### src/source/ppu_pkg.sv
/*
 * Shared widths, depths and types for the texture-fetch path.
 * Imported by wildcard in each module header that needs it.
 */

package ppu_pkg;

// Bus and coordinate widths
localparam int W_ADDR      = 32;
localparam int W_COORD_UV  = 10;
localparam int W_COORD_SX  = 9;

// Read-data FIFO depth sets the number of read credits
localparam int RDATA_DEPTH = 4;
localparam int PINFO_DEPTH = 4;
localparam int W_CREDIT    = $clog2(RDATA_DEPTH + 1);

// Halfword transfer size code on the bus
localparam logic [1:0] BUS_SIZE_HALF = 2'h1;

typedef enum logic [2:0] {
	SPANTYPE_FILL  = 3'h0,
	SPANTYPE_BLIT  = 3'h1,
	SPANTYPE_ABLIT = 3'h3
} span_type_t;

typedef enum logic [1:0] {
	MODE_ARGB1555 = 2'h0,
	MODE_PAL8     = 2'h1,
	MODE_PAL4     = 2'h2,
	MODE_PAL1     = 2'h3
} pixmode_t;

// log2 of bits per pixel
function automatic logic [2:0] log_pixsize(input pixmode_t mode);
	case (mode)
		MODE_ARGB1555: return 3'd4;
		MODE_PAL8:     return 3'd3;
		MODE_PAL4:     return 3'd2;
		default:       return 3'd0;
	endcase
endfunction

typedef struct packed {
	logic [W_COORD_UV-1:0] u;
	logic [W_COORD_UV-1:0] v;
} coord_t;

// Per-pixel metadata that travels alongside the bus read
typedef struct packed {
	logic       discard;
	logic [3:0] u_lo;
	pixmode_t   pixmode;
} pinfo_t;

endpackage
### src/source/ppu_stream_if.sv
/*
 * Valid/ready stream carrying one payload of any type.
 * Source drives payload and vld; sink drives rdy.
 */

interface ppu_stream_if #(
	parameter type payload_t = logic
) ();

payload_t payload;
logic     vld;
logic     rdy;

// Payload and vld hold from raise of vld until the transfer
modport source (
	output payload,
	output vld,
	input  rdy
);

modport sink (
	input  payload,
	input  vld,
	output rdy
);

endinterface

### src/source/ppu_blitter.sv
/*
 * Texture-fetch top level. Coordinate walker, address unit and
 * unpacker joined by two streams, with plain ports outside.
 */

module ppu_blitter import ppu_pkg::*; (
	input  logic                  clk,
	input  logic                  rst_n,

	// Span command
	input  logic                  span_start,
	input  span_type_t            span_type,
	input  pixmode_t              span_pixmode,
	input  logic [W_ADDR-1:0]     span_texture_ptr,
	input  logic [2:0]            span_texsize,
	input  logic                  span_ablit_halfsize,
	input  logic [W_COORD_SX-1:0] span_count,
	input  logic [W_COORD_UV-1:0] span_u0,
	input  logic [W_COORD_UV-1:0] span_v0,
	output logic                  span_done,

	// Bus
	output logic                  bus_addr_vld,
	input  logic                  bus_addr_rdy,
	output logic [W_ADDR-1:0]     bus_addr,
	output logic [1:0]            bus_size,
	input  logic [15:0]           bus_rdata,
	input  logic                  bus_rdata_vld,

	// Pixel output
	output logic [15:0]           pix_data,
	output logic                  pix_transparent,
	output logic                  pix_vld,
	input  logic                  pix_rdy
);

logic rdata_credit;

ppu_stream_if #(.payload_t(coord_t)) coord_s ();
ppu_stream_if #(.payload_t(pinfo_t)) pinfo_s ();

ppu_coord_gen coord_gen_i (
	.clk        (clk),
	.rst_n      (rst_n),
	.span_start (span_start),
	.span_type  (span_type),
	.span_count (span_count),
	.span_u0    (span_u0),
	.span_v0    (span_v0),
	.coord      (coord_s.source)
);

ppu_pixel_agu pixel_agu_i (
	.clk                 (clk),
	.rst_n               (rst_n),
	.span_start          (span_start),
	.span_type           (span_type),
	.span_pixmode        (span_pixmode),
	.span_texture_ptr    (span_texture_ptr),
	.span_texsize        (span_texsize),
	.span_ablit_halfsize (span_ablit_halfsize),
	.span_count          (span_count),
	.span_done           (span_done),
	.coord               (coord_s.sink),
	.bus_addr_vld        (bus_addr_vld),
	.bus_addr            (bus_addr),
	.bus_size            (bus_size),
	.bus_addr_rdy        (bus_addr_rdy),
	.rdata_credit        (rdata_credit),
	.pinfo               (pinfo_s.source)
);

ppu_pixel_unpack pixel_unpack_i (
	.clk             (clk),
	.rst_n           (rst_n),
	.bus_rdata       (bus_rdata),
	.bus_rdata_vld   (bus_rdata_vld),
	.rdata_credit    (rdata_credit),
	.pinfo           (pinfo_s.sink),
	.pix_data        (pix_data),
	.pix_transparent (pix_transparent),
	.pix_vld         (pix_vld),
	.pix_rdy         (pix_rdy)
);

endmodule

### src/source/ppu_pixel_unpack.sv
/*
 * Pairs returned halfwords with pixel metadata and extracts each pixel.
 * Returns one read credit per halfword popped.
 */

module ppu_pixel_unpack import ppu_pkg::*; (
	input  logic        clk,
	input  logic        rst_n,

	// Bus data phase that cannot stall
	input  logic [15:0] bus_rdata,
	input  logic        bus_rdata_vld,
	output logic        rdata_credit,

	ppu_stream_if.sink  pinfo,

	output logic [15:0] pix_data,
	output logic        pix_transparent,
	output logic        pix_vld,
	input  logic        pix_rdy
);

logic [15:0] rdata_head;
logic        rdata_empty;
logic        rdata_pop;
logic        discard;
logic [2:0]  lps;
logic [3:0]  field_idx;
logic [3:0]  field_shift;
logic [15:0] field_mask;
logic [15:0] field;
logic        pix_xfer;

// ------------------------------
// Read-data buffer

// Credits keep this from overflowing
sync_fifo #(
	.payload_t (logic [15:0]),
	.DEPTH     (RDATA_DEPTH)
) rdata_fifo (
	.clk    (clk),
	.rst_n  (rst_n),
	.w_data (bus_rdata),
	.w_en   (bus_rdata_vld),
	.r_data (rdata_head),
	.r_en   (rdata_pop),
	.full   (),
	.empty  (rdata_empty)
);

// ------------------------------
// Field extraction

assign discard = pinfo.payload.discard;
assign lps     = log_pixsize(pinfo.payload.pixmode);

// Index wraps on the 16 >> lps fields per halfword
assign field_idx   = pinfo.payload.u_lo & 4'((16 >> lps) - 1);
assign field_shift = field_idx << lps;
// Width of 16 shifts everything out and leaves an all-ones mask
assign field_mask  = ~(16'hffff << (5'd1 << lps));
assign field       = (rdata_head >> field_shift) & field_mask;

// Discards have no data coming
assign pix_vld         = pinfo.vld && (discard || !rdata_empty);
assign pix_data        = discard ? 16'h0 : field;
assign pix_transparent = discard;

assign pix_xfer     = pix_vld && pix_rdy;
assign pinfo.rdy    = pix_xfer;
assign rdata_pop    = pix_xfer && !discard;
assign rdata_credit = rdata_pop;

endmodule

### src/source/ppu_pixel_agu.sv
/*
 * Pixel address generator. Turns coordinates into halfword bus reads,
 * discards out-of-bounds pixels, and queues per-pixel metadata.
 */

module ppu_pixel_agu import ppu_pkg::*; (
	input  logic                  clk,
	input  logic                  rst_n,

	input  logic                  span_start,
	input  span_type_t            span_type,
	input  pixmode_t              span_pixmode,
	input  logic [W_ADDR-1:0]     span_texture_ptr,
	input  logic [2:0]            span_texsize,
	input  logic                  span_ablit_halfsize,
	input  logic [W_COORD_SX-1:0] span_count,
	output logic                  span_done,

	ppu_stream_if.sink            coord,

	// Address phase only as read data returns at the unpacker
	output logic                  bus_addr_vld,
	output logic [W_ADDR-1:0]     bus_addr,
	output logic [1:0]            bus_size,
	input  logic                  bus_addr_rdy,
	input  logic                  rdata_credit,

	ppu_stream_if.source          pinfo
);

logic [W_COORD_SX-1:0] count;
pixmode_t              pixmode;
logic [W_ADDR-1:0]     texture_ptr;
logic [2:0]            texsize;
logic [W_CREDIT-1:0]   credits;

logic [W_COORD_UV-1:0] side_mask;
logic                  out_of_bounds;
logic [W_ADDR-1:0]     pix_index;
logic [W_ADDR-1:0]     byte_offs;
logic [W_ADDR-1:0]     addr_sum;
logic                  take_discard;
logic                  addr_xfer;
logic                  issue;
logic                  pinfo_full;
logic                  pinfo_empty;
pinfo_t                pinfo_wdata;

// ------------------------------
// Span state

always_ff @(posedge clk or negedge rst_n) begin
	if (!rst_n) begin
		span_done <= 1'b1;
		count     <= '0;
	end else if (span_start) begin
		span_done <= span_type == SPANTYPE_FILL;
		count     <= span_count;
	end else if (issue) begin
		count <= count - 1'b1;
		if (count == '0)
			span_done <= 1'b1;
	end
end

// Halfsize ABLIT shrinks the side by one power of two
always_ff @(posedge clk) begin
	if (span_start) begin
		pixmode     <= span_pixmode;
		texture_ptr <= span_texture_ptr;
		texsize     <= span_texsize - 3'(span_ablit_halfsize && span_type == SPANTYPE_ABLIT);
	end
end

// ------------------------------
// Address and bounds

// Mask keeps the ordinate bits below a side of 2 ** (texsize + 3)
assign side_mask     = ~({W_COORD_UV{1'b1}} << (texsize + 3));
assign out_of_bounds = |(coord.payload.u & ~side_mask) || |(coord.payload.v & ~side_mask);

assign pix_index = W_ADDR'(coord.payload.u) + (W_ADDR'(coord.payload.v) << (texsize + 3));
// Bit offset divided down to bytes
assign byte_offs = (pix_index << log_pixsize(pixmode)) >> 3;
assign addr_sum  = texture_ptr + byte_offs;

assign bus_addr = {addr_sum[W_ADDR-1:1], 1'b0};
assign bus_size = BUS_SIZE_HALF;

// Reads need a credit while discards need only metadata space
assign bus_addr_vld = !span_done && coord.vld && !out_of_bounds
	&& !pinfo_full && credits != '0;
assign take_discard = !span_done && coord.vld && out_of_bounds && !pinfo_full;

assign addr_xfer = bus_addr_vld && bus_addr_rdy;
assign issue     = addr_xfer || take_discard;
assign coord.rdy = issue;

// ------------------------------
// Read credits

// One credit out per address and one back per unpacker pop
always_ff @(posedge clk or negedge rst_n) begin
	if (!rst_n)
		credits <= W_CREDIT'(RDATA_DEPTH);
	else
		credits <= credits - W_CREDIT'(addr_xfer) + W_CREDIT'(rdata_credit);
end

// ------------------------------
// Metadata FIFO

assign pinfo_wdata.discard = out_of_bounds;
assign pinfo_wdata.u_lo    = coord.payload.u[3:0];
assign pinfo_wdata.pixmode = pixmode;

sync_fifo #(
	.payload_t (pinfo_t),
	.DEPTH     (PINFO_DEPTH)
) pinfo_fifo (
	.clk    (clk),
	.rst_n  (rst_n),
	.w_data (pinfo_wdata),
	.w_en   (issue),
	.r_data (pinfo.payload),
	.r_en   (pinfo.vld && pinfo.rdy),
	.full   (pinfo_full),
	.empty  (pinfo_empty)
);

assign pinfo.vld = !pinfo_empty;

endmodule

### src/source/ppu_coord_gen.sv
/*
 * Texture coordinate walker for one span.
 * Presents u0 + i, v0 for i in 0..count, one step per transfer.
 */

module ppu_coord_gen import ppu_pkg::*; (
	input  logic                  clk,
	input  logic                  rst_n,

	input  logic                  span_start,
	input  span_type_t            span_type,
	input  logic [W_COORD_SX-1:0] span_count,
	input  logic [W_COORD_UV-1:0] span_u0,
	input  logic [W_COORD_UV-1:0] span_v0,

	ppu_stream_if.source          coord
);

logic [W_COORD_SX-1:0] remaining;
logic                  active;
coord_t                cur;
logic                  load;
logic                  xfer;

// FILL spans fetch nothing, so no coordinates
assign load = span_start && span_type != SPANTYPE_FILL;
assign xfer = coord.vld && coord.rdy;

assign coord.vld     = active;
assign coord.payload = cur;

// ------------------------------
// Span progress

always_ff @(posedge clk or negedge rst_n) begin
	if (!rst_n) begin
		active    <= 1'b0;
		remaining <= '0;
	end else if (load) begin
		active    <= 1'b1;
		remaining <= span_count;
	end else if (xfer) begin
		// Last pixel just went out
		if (remaining == '0)
			active <= 1'b0;
		else
			remaining <= remaining - 1'b1;
	end
end

// ------------------------------
// Coordinate register

// v stays put across the span, u steps by one
always_ff @(posedge clk) begin
	if (load) begin
		cur.u <= span_u0;
		cur.v <= span_v0;
	end else if (xfer) begin
		cur.u <= cur.u + 1'b1;
	end
end

endmodule

### src/source/sync_fifo.sv
/*
 * Synchronous first-word-fall-through FIFO, payload of any type.
 * DEPTH must be a power of two. Head entry is visible on r_data.
 */

module sync_fifo #(
	parameter type payload_t = logic [7:0],
	parameter int  DEPTH     = 4
) (
	input  logic     clk,
	input  logic     rst_n,

	input  payload_t w_data,
	input  logic     w_en,
	output payload_t r_data,
	input  logic     r_en,
	output logic     full,
	output logic     empty
);

// One index bit minimum so that DEPTH of 1 still builds
localparam int W_IDX = DEPTH > 1 ? $clog2(DEPTH) : 1;

payload_t       mem [2**W_IDX];
logic [W_IDX:0] wptr;
logic [W_IDX:0] rptr;
logic [W_IDX:0] level;
logic           push;
logic           pop;

// Extra pointer bit tells full from empty
assign level = wptr - rptr;
assign full  = level == (W_IDX + 1)'(DEPTH);
assign empty = level == '0;

// Ignore writes when full and reads when empty
assign push = w_en && !full;
assign pop  = r_en && !empty;

always_ff @(posedge clk or negedge rst_n) begin
	if (!rst_n) begin
		wptr <= '0;
		rptr <= '0;
	end else begin
		if (push)
			wptr <= wptr + 1'b1;
		if (pop)
			rptr <= rptr + 1'b1;
	end
end

// Storage
always_ff @(posedge clk) begin
	if (push)
		mem[wptr[W_IDX-1:0]] <= w_data;
end

assign r_data = mem[rptr[W_IDX-1:0]];

endmodule

### config.mk
export PLATFORM = sky130hd
export DESIGN_NAME = ppu_blitter
export DESIGN_NICKNAME = d
export VERILOG_FILES = /design/src/source/ppu_pkg.sv /design/src/source/ppu_stream_if.sv /design/src/source/ppu_blitter.sv /design/src/source/ppu_pixel_unpack.sv /design/src/source/ppu_pixel_agu.sv /design/src/source/ppu_coord_gen.sv /design/src/source/sync_fifo.sv
export SDC_FILE = /design/constraint.sdc
export NUM_CORES = 1
export LEC_CHECK = 0
export BUFFER_PORTS_ARGS = -buffer_cell sky130_fd_sc_hd__buf_4
export CAP_MARGIN = 10
export CORE_MARGIN = 2
export CORE_UTILIZATION = 55
export CTS_BUF_LIST = sky130_fd_sc_hd__clkbuf_4 sky130_fd_sc_hd__clkbuf_8
export DETAILED_ROUTE_END_ITERATION = 10
export PLACE_DENSITY_LB_ADDON = 0.08
export SLEW_MARGIN = 20
export SYNTH_ARGS = -nofsm -noshare
export SYNTH_HDL_FRONTEND = slang
export SYNTH_SLANG_ARGS = --single-unit
### constraint.sdc
create_clock -name clk -period 10.4 [get_ports clk]
set_input_delay 1.04 -clock clk [delete_from_list [all_inputs] [get_ports clk]]
set_output_delay 1.04 -clock clk [all_outputs]
set_load 0.05 [all_outputs]
==> impl_metrics.py, run 1 <==
metrics = {
    "global_route": {
        "grt_start_max_net_pins": 57,
        "grt_util_all_layers": 0.239,
        "antenna_found_initial": 0,
        "grt_pass1_wl_microns": 45300,
        "grt.overflow.total": 0,
        "grt_pass1_vias": 8766,
    },
    "clock_network": {
        "post_cts_buffers": 0,
        "htreeDepth": 4,
        "hold_buffers": 0,
        "insertion_delay_ns": 0.47,
        "numCtsBuffers": 17,
        "clk_path_buf_depth": 2,
        "post_cts_resized": 0,
        "clock-sinks": 184,
        "cts_tree": "yes",
        "clkSlewWorstSetupHoldPaths_ns": 0.11,
        "root_buffer": "clkbuf_8",
    },
    "setup_path": {
        "cp-start-kind": "register",
        "cpPeakStageDelay_ns": 0.75,
        "endpoint_kind": "output port",
        "worst-path-buf-inv": 3,
        "crit_type": "register to output port",
        "cp_max_fo": 31,
        "cp.arrival_ns": 8.10,
        "worstPathRequired_ns": 9.36,
        "crit_slowest_cell": "ha_2",
        "critPathTopFamily": "compound AO/OA/AOI/OAI gates",
    },
    "synthesis": {
        "syn_area_sq_um": 12200,
        "yosys_warnings": 0,
        "yosysSeqAreaShare": 0.438,
        "postSynthCellCount": 1157,
        "synth_commonest_cells": "149 x edfxtp_1, 129 x nand2_1, 85 x nor2_1, 69 x ha_1, 63 x o21ai_0",
        "post-synth-top-area-cell": "edfxtp_1",
        "ys_async_sr_fraction": 0.190,
        "synth-edff-count": 149,
        "yosys.cell_types.count": 82,
        "netlist.area_leader.share": 0.366,
        "ys_ff_latch": 184,
        "syn_area_per_cell_sq_um": 10.6,
        "yosys_most_used_dff": "edfxtp_1",
        "synth_area_leaders": "edfxtp_1 37%, ha_1 7.1%, dfrtp_1 6.8%",
        "yosysMostFrequentCell": "edfxtp_1",
    },
    "timing": {
        "relSlewSlack": 0.397,
        "slew_violations": 0,
        "fin_crit_ns": 9.14,
        "fin_setup_tns_ns": 0,
        "period_share": 0.879,
        "worstMarginPinSlew_ns": 0.899,
        "fmax_ghz": 0.109,
        "finalHoldViolCount": 0,
        "setup_viol": 0,
        "clock-skew-final_ns": 0.0186,
        "rsz0062_at_grt": "false",
    },
    "power_and_ir_drop": {
        "p_leak_nw": 5.69,
        "ir_worst_vdd_v": 0.000199,
        "powerDensity_nw_per_um2": 326,
    },
    "hold_path": {
        "hold_class": "register to register",
    },
    "drt": {
        "vias": 9151,
        "ant_nets": 0,
        "viasPerCell": 5.83,
        "post_drt_wl_per_cell_microns": 17.7,
        "initialDrtViolationCount": 638,
        "route.detailed.drc": 0,
        "wl_microns": 27800,
        "firstDrtPassIters": 5,
    },
    "layout": {
        "diodes": 0,
        "area_growth_pct": 13.4,
        "layout-drive-gt1-share": 0.202,
        "final_cells": 1569,
        "nets": 1440,
    },
    "status": {
        "status": "finished clean",
    },
    "floorplanning": {
        "die_h_microns": 153,
        "io-pin-count": 146,
        "start_util": 0.560,
        "core_sq_um": 21800,
        "rows": 54,
        "die-area_sq_um": 23400,
        "die_w_microns": 153,
    },
    "run": {
        "cap_violations": 0,
    },
    "place": {
        "gp_congestion": 0.936,
        "port_buffers": 142,
        "dp_hpwl_microns": 20600,
        "place_inst": 1537,
    },
}
-- stage by stage --
step,worst slack [ns],hold slack (ns),instance area (sq um),util,power [mW]
after floorplan,2.07,0.438,12200,-,3.32
after global placement,1.73,0.458,13500,0.617,3.99
after detailed placement,1.59,0.462,13500,0.617,4.03
after CTS,1.02,0.488,13900,0.635,4.53
after global routing,0.436,0.498,13900,0.635,4.83
final,1.26,0.485,13900,0.635,4.52
-- where the power goes --
| part | switching, mW | internal [mW] |
|---|---|---|
| Combinational | 1.80 | 1.07 |
| Clock | 0.297 | 0.189 |
| Sequential | 0.155 | 1.01 |
| Total | 2.25 | 2.27 |
-- sequential cells by signal, summed over array words and instances (netlist names) --
signal,cells
pixel_agu_i.pinfo_fifo.rptr,3
coord_gen_i.remaining,9
pixel_unpack_i.rdata_fifo.rptr,3
coord_gen_i.coord.vld,1
pixel_agu_i.texture_ptr,32
pixel_agu_i.span_done,1
pixel_unpack_i.rdata_fifo.mem,64
pixel_agu_i.pinfo_fifo.mem,28
pixel_agu_i.credits,3
pixel_agu_i.count,9
pixel_agu_i.texsize,3
pixel_agu_i.pixmode,2
pixel_unpack_i.rdata_fifo.wptr,3
pixel_agu_i.pinfo_fifo.wptr,3
coord_gen_i.coord.payload,20
-- worst register-to-register path, cell delays in order, from the launching register on --
cell	delay, ns
edfxtp_1	0.37
buf_4	0.24
inv_2	0.17
ha_2	0.21
inv_1	0.05
ha_1	0.30
clkinv_1	0.42
a21oi_1	0.28
nand4_1	0.13
a221o_1	0.43
nor3_1	0.29
and2_1	0.17
ha_1	0.22
inv_1	0.06
ha_1	0.13
inv_1	0.05
fa_1	0.37
xnor2_1	0.18
xnor2_1	0.15
-- area by class of cell --
class	count	area, sq um
fillers	1796	7960
multi-input cells	872	6440
flip-flops and latches	184	5350
repair buffers	151	1130
well taps	280	350
clock buffers	18	248
inverters	50	188
clock inverters	14	150
-- path summary, 6_finish.rpt --
kind / slack, ns / end / cells past startpoint / from
max in group asynchronous: 9.57 / pixel_agu_i.credits[2] / 1 / rst_n
min in group asynchronous: 0.49 / pixel_agu_i.count[4] / 1 / rst_n
setup reg to reg: 6.15 / pixel_agu_i.credits[2] / 18 / pixel_agu_i.texsize[0]
setup / recovery: 1.26 / bus_addr[30] / 28 / pixel_agu_i.texsize[0]
hold reg to reg: 0.48 / coord_gen_i.coord.vld / 2 / coord_gen_i.coord.vld
hold / removal: 0.48 / coord_gen_i.coord.vld / 2 / coord_gen_i.coord.vld
-- layout by cell type (no fill, tap or decap), types with 5 or more instances in the layout --
cell and n:
a31oi_1 9, ha_1 68, xnor2_1 56, o21bai_1 5
clkbuf_8 18, nor3_1 20, nand3b_1 6, o21ai_0 63
xor2_1 24, o21a_1 9, and2_1 16, nand4_1 13
a21oi_1 62, a22oi_1 6, nor2b_1 18, nor2_1 85
edfxtp_1 149, a21o_1 22, nand2b_1 13, nand2_1 129
and3_1 9, dfrtp_1 33, a211oi_1 11, mux2i_1 49
or2_2 7, inv_1 46, mux4_2 32, buf_4 151
o22ai_1 6, nand3_1 24, mux2_2 17, o31ai_1 5
or3_1 9
-- logic make-up after synthesis --
kind of cell / share of synthesized area
buffers and inverters: 0.0355
xor gates and xnor gates: 0.0587
other: 0.000614
and+or+nand+nor: 0.148
muxes: 0.115
DFF: 0.438
AOI/OAI and AO/OA: 0.129
adders and majority gates: 0.0755
-- routing by layer --
metal,wire [microns],track usage,vias to the layer above
met3,1620,0.0383,26
met5,0,0,-
met2,12400,0.362,288
li1,-,-,4497
met1,13400,0.365,4340
met4,297,0.0485,0
(Power assumes the default switching activity.)
==> run 2: changes to the inputs <==
--- a/config.mk
+++ b/config.mk
@@ -12,6 +12,7 @@
 export CTS_BUF_LIST = sky130_fd_sc_hd__clkbuf_4 sky130_fd_sc_hd__clkbuf_8
 export DETAILED_ROUTE_END_ITERATION = 10
 export PLACE_DENSITY_LB_ADDON = 0.08
+export RECOVER_POWER = 50
 export SLEW_MARGIN = 20
 export SYNTH_ARGS = -nofsm -noshare
 export SYNTH_HDL_FRONTEND = slang
==> constraint.sdc (replaced) <==
create_clock -name clk -period 10.1 [get_ports clk]
set_input_delay 1.01 -clock clk [delete_from_list [all_inputs] [get_ports clk]]
set_output_delay 1.01 -clock clk [all_outputs]
set_load 0.05 [all_outputs]
==> impl_metrics.py, run 2 (synthesized netlist as in run 1, its figures left out) <==
metrics = {
    "layout": {
        "nFillCells": 1804,
        "diodes": 0,
        "largest_reg_flops": 64,
        "nets": 1442,
        "layout-drive-gt1-share": 0.185,
        "layout_commonest_cell": "edfxtp_1",
        "layout_common_cells": "149 x edfxtp_1, 129 x nand2_1, 89 x buf_4",
        "area_growth_pct": 13.3,
    },
    "timing": {
        "worstMarginPinSlew_ns": 3.03,
        "slew_violations": 93,
        "rsz0062_at_grt": "false",
        "relSlewSlack": -1.02,
        "fin_setup_tns_ns": 0,
        "period_share": 0.914,
        "clock-skew-final_ns": 0.0188,
        "finalHoldViolCount": 0,
        "fin_crit_ns": 9.23,
        "setup_viol": 0,
        "fmax_ghz": 0.108,
    },
    "floorplanning": {
        "io-pin-count": 146,
        "rows": 54,
        "core_sq_um": 21800,
        "die_w_microns": 153,
        "die_h_microns": 153,
        "start_util": 0.560,
        "die-area_sq_um": 23400,
    },
    "power_and_ir_drop": {
        "p_leak_nw": 5.63,
        "powerDensity_nw_per_um2": 339,
        "power_mw": 4.70,
        "ir_worst_vdd_v": 0.000224,
    },
    "global_route": {
        "grt_pass1_vias": 8569,
        "antenna_found_initial": 0,
        "grt_util_all_layers": 0.238,
        "grt.overflow.total": 0,
        "grt_pass1_wl_microns": 44900,
        "grt_start_max_net_pins": 57,
    },
    "clock_network": {
        "insertion_delay_ns": 0.47,
        "htreeDepth": 4,
        "root_buffer": "clkbuf_8",
        "post_cts_buffers": 0,
        "cts_tree": "yes",
        "clk_path_buf_depth": 2,
        "post_cts_resized": 0,
        "clkSlewWorstSetupHoldPaths_ns": 0.12,
        "numCtsBuffers": 17,
        "clock-sinks": 184,
        "hold_buffers": 0,
    },
    "drt": {
        "initialDrtViolationCount": 756,
        "firstDrtPassIters": 6,
        "viasPerCell": 5.86,
        "vias": 9205,
        "post_drt_wl_per_cell_microns": 17.7,
        "route.detailed.drc": 0,
        "wl_microns": 27800,
        "ant_nets": 0,
    },
    "place": {
        "gp_congestion": 0.922,
        "dp_hpwl_microns": 20600,
        "port_buffers": 142,
    },
    "setup_path": {
        "crit_type": "register to output port",
        "cpPeakStageDelay_ns": 0.71,
        "cp-start-kind": "register",
        "crit_slowest_cell": "ha_1",
        "endpoint_kind": "output port",
        "cp.arrival_ns": 8.22,
        "worstPathRequired_ns": 9.09,
        "cp_max_fo": 24,
    },
    "run": {
        "cap_violations": 2,
    },
    "status": {
        "violations": "capacitance limit, slew limit",
        "status": "complete, but fails checks",
    },
    "hold_path": {
        "hold_class": "register to register",
    },
}
run 2: changes by cell type in the layout (fill, tap and decap cells not counted), sizes merged:
cell | before | now
buf | 151 | 89
bufinv | 0 | 2
clkbuf | 18 | 81
clkinv | 6 | 5
run 2: path summary, 6_finish.rpt:
check	cells past startpoint	slack [ns]	end	start
worst max-delay path	27	0.87	bus_addr[30]	pixel_agu_i.texsize[0]
worst min-delay path	1	0.50	pixel_agu_i.credits[2]	pixel_agu_i.credits[2]
worst max register to register	19	5.97	pixel_agu_i.credits[2]	pixel_agu_i.texsize[0]
worst min register to register	1	0.50	pixel_agu_i.credits[2]	pixel_agu_i.credits[2]
max in group asynchronous	1	8.01	coord_gen_i.remaining[8]	rst_n
min in group asynchronous	1	1.02	pixel_agu_i.count[4]	rst_n
run 2: layer usage:
metal | vias to the layer above | share of wire | track usage | routed length, microns
met5 | - | 0 | 0 | 0
met3 | 31 | 0.058 | 0.0394 | 1620
met2 | 315 | 0.44 | 0.355 | 12200
met4 | 0 | 0.012 | 0.0613 | 345
met1 | 4376 | 0.49 | 0.363 | 13600
li1 | 4483 | - | - | -
run 2: critical path, delay by kind of cell, from the launching register on:
family                     cells  cell delay, ns
AOI/OAI and AO/OA             14            3.82
and+or+nand+nor                4            0.49
adders and majority gates      3            1.34
DFF                            1            0.33
buffers and inverters          4            0.99
muxes                          2            0.77
run 2: report_power, final:
| part | switching [mW] | total (mW) | leakage, nW | internal, mW |
|---|---|---|---|---|
| clock | 0.312 | 0.553 | 0.227 | 0.241 |
| sequential | 0.159 | 1.20 | 1.81 | 1.04 |
| combinational | 1.85 | 2.95 | 3.59 | 1.10 |
run 2: final cells by class:
type                            instances  area, sq um  area share
Tap cell                              280          350      0.0253
Clock buffer                           17          234      0.0169
Timing Repair Buffer                  153         1070      0.0770
Inverter                               50          188      0.0136
Multi-Input combinational cell        872         6440       0.465
Sequential cell                       184         5350       0.386
Clock inverter                         15          219      0.0158
run 2: per-stage QoR:
stage	instances	hold slack, ns	cell area, sq um	setup slack, ns	utilization
2_1_floorplan	1158	0.438	12200	1.80	-
3_3_place_gp	1539	0.458	13500	1.75	0.618
3_5_place_dp	1539	0.474	13500	1.47	0.618
4_1_cts	1571	0.449	13900	0.903	0.638
5_1_grt	1571	0.515	13800	0.145	0.635
6_report	1571	0.497	13800	0.872	0.635
==> run 3: changes to the inputs <==
--- a/config.mk
+++ b/config.mk
@@ -5,6 +5,7 @@
 export SDC_FILE = /design/constraint.sdc
 export NUM_CORES = 1
 export LEC_CHECK = 0
+export ABC_AREA = 1
 export BUFFER_PORTS_ARGS = -buffer_cell sky130_fd_sc_hd__buf_4
 export CAP_MARGIN = 10
 export CORE_MARGIN = 2
==> impl_metrics.py, run 3 <==
metrics = {
    "synthesis": {
        "post-synth-top-area-cell": "edfxtp_1",
        "synth-simple-area-share": 0.281,
        "yosys.cell_types.count": 57,
        "synth_compound_area_frac": 0.123,
        "postSynthCellCount": 1616,
        "synth-edff-count": 149,
        "yosys_warnings": 0,
        "synth_top_family_by_area": "simple AND/OR/NAND/NOR gates",
        "ys_async_sr_fraction": 0.190,
        "syn_area_per_cell_sq_um": 7.92,
        "ys_ff_latch": 184,
        "synth_commonest_cells": "429 x nand2_1, 184 x nand3_1, 149 x edfxtp_1, 142 x nor2_1, 135 x inv_1",
        "synth_area_leaders": "edfxtp_1 35%, nand2_1 13%, nand3_1 7.2%",
        "synthAdderAreaFrac": 0.0722,
        "syn_area_sq_um": 12800,
        "yosysSeqAreaShare": 0.418,
        "netlist.area_leader.share": 0.350,
        "synth_xor_area_frac": 0.0383,
        "yosys_most_used_dff": "edfxtp_1",
        "yosysMostFrequentCell": "nand2_1",
        "synth.area.mux_share": 0.000783,
    },
    "floorplanning": {
        "start_util": 0.563,
        "core_sq_um": 22700,
        "die-area_sq_um": 24500,
        "rows": 55,
        "die_w_microns": 157,
        "io-pin-count": 146,
        "die_h_microns": 157,
    },
    "global_route": {
        "grt_pass1_vias": 10500,
        "antenna_found_initial": 0,
        "grt_pass1_wl_microns": 50700,
        "grt_start_max_net_pins": 55,
        "grt_util_all_layers": 0.257,
        "grt.overflow.total": 0,
    },
    "run": {
        "cap_violations": 3,
    },
    "drt": {
        "wl_microns": 30700,
        "post_drt_wl_per_cell_microns": 15.2,
        "initialDrtViolationCount": 726,
        "route.detailed.drc": 0,
        "viasPerCell": 5.58,
        "ant_nets": 0,
        "vias": 11300,
        "firstDrtPassIters": 7,
    },
    "setup_path": {
        "cpPeakStageDelay_ns": 0.61,
        "cp_max_fo": 20,
        "cp.arrival_ns": 6.72,
        "critPathLaunch": "pixel_agu_i.texsize[0]",
        "endpoint_kind": "output port",
        "crit_slowest_cell": "edfxtp_1",
        "cp-start-kind": "register",
        "worstPathRequired_ns": 9.09,
        "r2r_start": "pixel_agu_i.texsize[0]",
        "crit_type": "register to output port",
    },
    "timing": {
        "fmax_ghz": 0.129,
        "fin_setup_tns_ns": 0,
        "fin_crit_ns": 7.73,
        "slew_violations": 134,
        "rsz0062_at_grt": "false",
        "finalHoldViolCount": 0,
        "worstMarginPinSlew_ns": 3.03,
        "clock-skew-final_ns": 0.0234,
        "relSlewSlack": -1.02,
        "period_share": 0.765,
        "setup_viol": 0,
    },
    "clock_network": {
        "numCtsBuffers": 17,
        "post_cts_resized": 0,
        "post_cts_buffers": 0,
        "hold_buffers": 0,
        "clk_path_buf_depth": 2,
        "htreeDepth": 4,
        "insertion_delay_ns": 0.47,
        "clkSlewWorstSetupHoldPaths_ns": 0.11,
        "root_buffer": "clkbuf_8",
        "clock-sinks": 184,
        "cts_tree": "yes",
    },
    "layout": {
        "multi_input_area_sq_um": 6620,
        "layout_common_cells": "429 x nand2_1, 184 x nand3_1, 149 x edfxtp_1",
        "layout-drive-gt1-share": 0.128,
        "largest_reg_flops": 64,
        "diodes": 0,
        "area_growth_pct": 11.6,
        "ff_latch_area_sq_um": 5350,
        "layout_commonest_cell": "nand2_1",
        "nets": 1893,
        "nFillCells": 2042,
    },
    "hold_path": {
        "hp-start": "coord_gen_i.remaining[8]",
        "hold_class": "register to register",
    },
    "place": {
        "gp_congestion": 0.894,
        "dp_hpwl_microns": 23200,
        "port_buffers": 142,
    },
    "status": {
        "status": "complete, but fails checks",
        "violations": "capacitance limit, slew limit",
    },
}
[run 3: changes by cell type in the layout (fill, tap and decap cells not counted), sizes merged, moves of 32 or more]
cell / delta
xnor2: -33
mux2i: -48
nor2: +61
mux4: -32
nand2: +312
nand3: +167
o21ai: +56
inv: +98
[run 3: worst max-delay path, delay by kind of cell, from the launching register on]
kind | cells | cell delay (ns)
compound gates | 3 | 0.72
fa+ha+maj | 5 | 1.78
flops | 1 | 0.61
simple gates | 16 | 1.93
buf+inv | 6 | 1.06
xor+xnor | 1 | 0.17
[run 3: logic make-up (layout without fill, tap and decap cells)]
kind of cell / Yosys count / after routing
and+or+nand+nor: 831 / 831
AOI/OAI and AO/OA: 271 / 271
buffers and inverters: 199 / 324
DFF: 184 / 184
adders and majority gates: 72 / 72
xor gates and xnor gates: 56 / 56
other: 2 / 3
muxes: 1 / 1
[run 3: path summary, 6_finish.rpt]
path | endpoint | slack [ns] | cells past startpoint
max in group asynchronous | coord_gen_i.remaining[6] | 7.93 | 1
max | bus_addr[26] | 2.37 | 31
max reg2reg | pixel_agu_i.credits[2] | 5.87 | 18
min reg2reg | coord_gen_i.remaining[8] | 0.49 | 2
min in group asynchronous | pixel_agu_i.count[1] | 1.05 | 1
min | coord_gen_i.remaining[8] | 0.49 | 2
[run 3: final cells by class]
class	instances	area share
Timing Repair Buffer	145	0.0702
Inverter	147	0.0388
Tap cell	285	0.0250
Clock inverter	15	0.0111
Multi-Input combinational cell	1234	0.463
Clock buffer	17	0.0164
Sequential cell	184	0.375
[run 3: per-stage QoR]
stage | setup slack [ns] | instances | hold slack [ns] | utilization | cell area (sq um)
floorplan | 3.83 | 1617 | 0.453 | - | 12800
global placement | 3.17 | 1995 | 0.469 | 0.615 | 14000
detailed placement | 2.95 | 1995 | 0.469 | 0.615 | 14000
CTS | 2.42 | 2027 | 0.468 | 0.632 | 14400
global route | 1.64 | 2027 | 0.506 | 0.629 | 14300
finish | 2.37 | 2027 | 0.491 | 0.629 | 14300
[run 3: layer usage]
metal / track usage / wire length [microns] / up-vias
li1: - / - / 5701
met1: 0.377 / 14800 / 5238
met2: 0.407 / 13700 / 354
met3: 0.0421 / 1940 / 19
met4: 0.0446 / 262 / 0
met5: 0 / 0 / -
Power of run 3 is not shown: default switching activity piles up to over one toggle a cycle in this logic, so the estimate is an artifact.
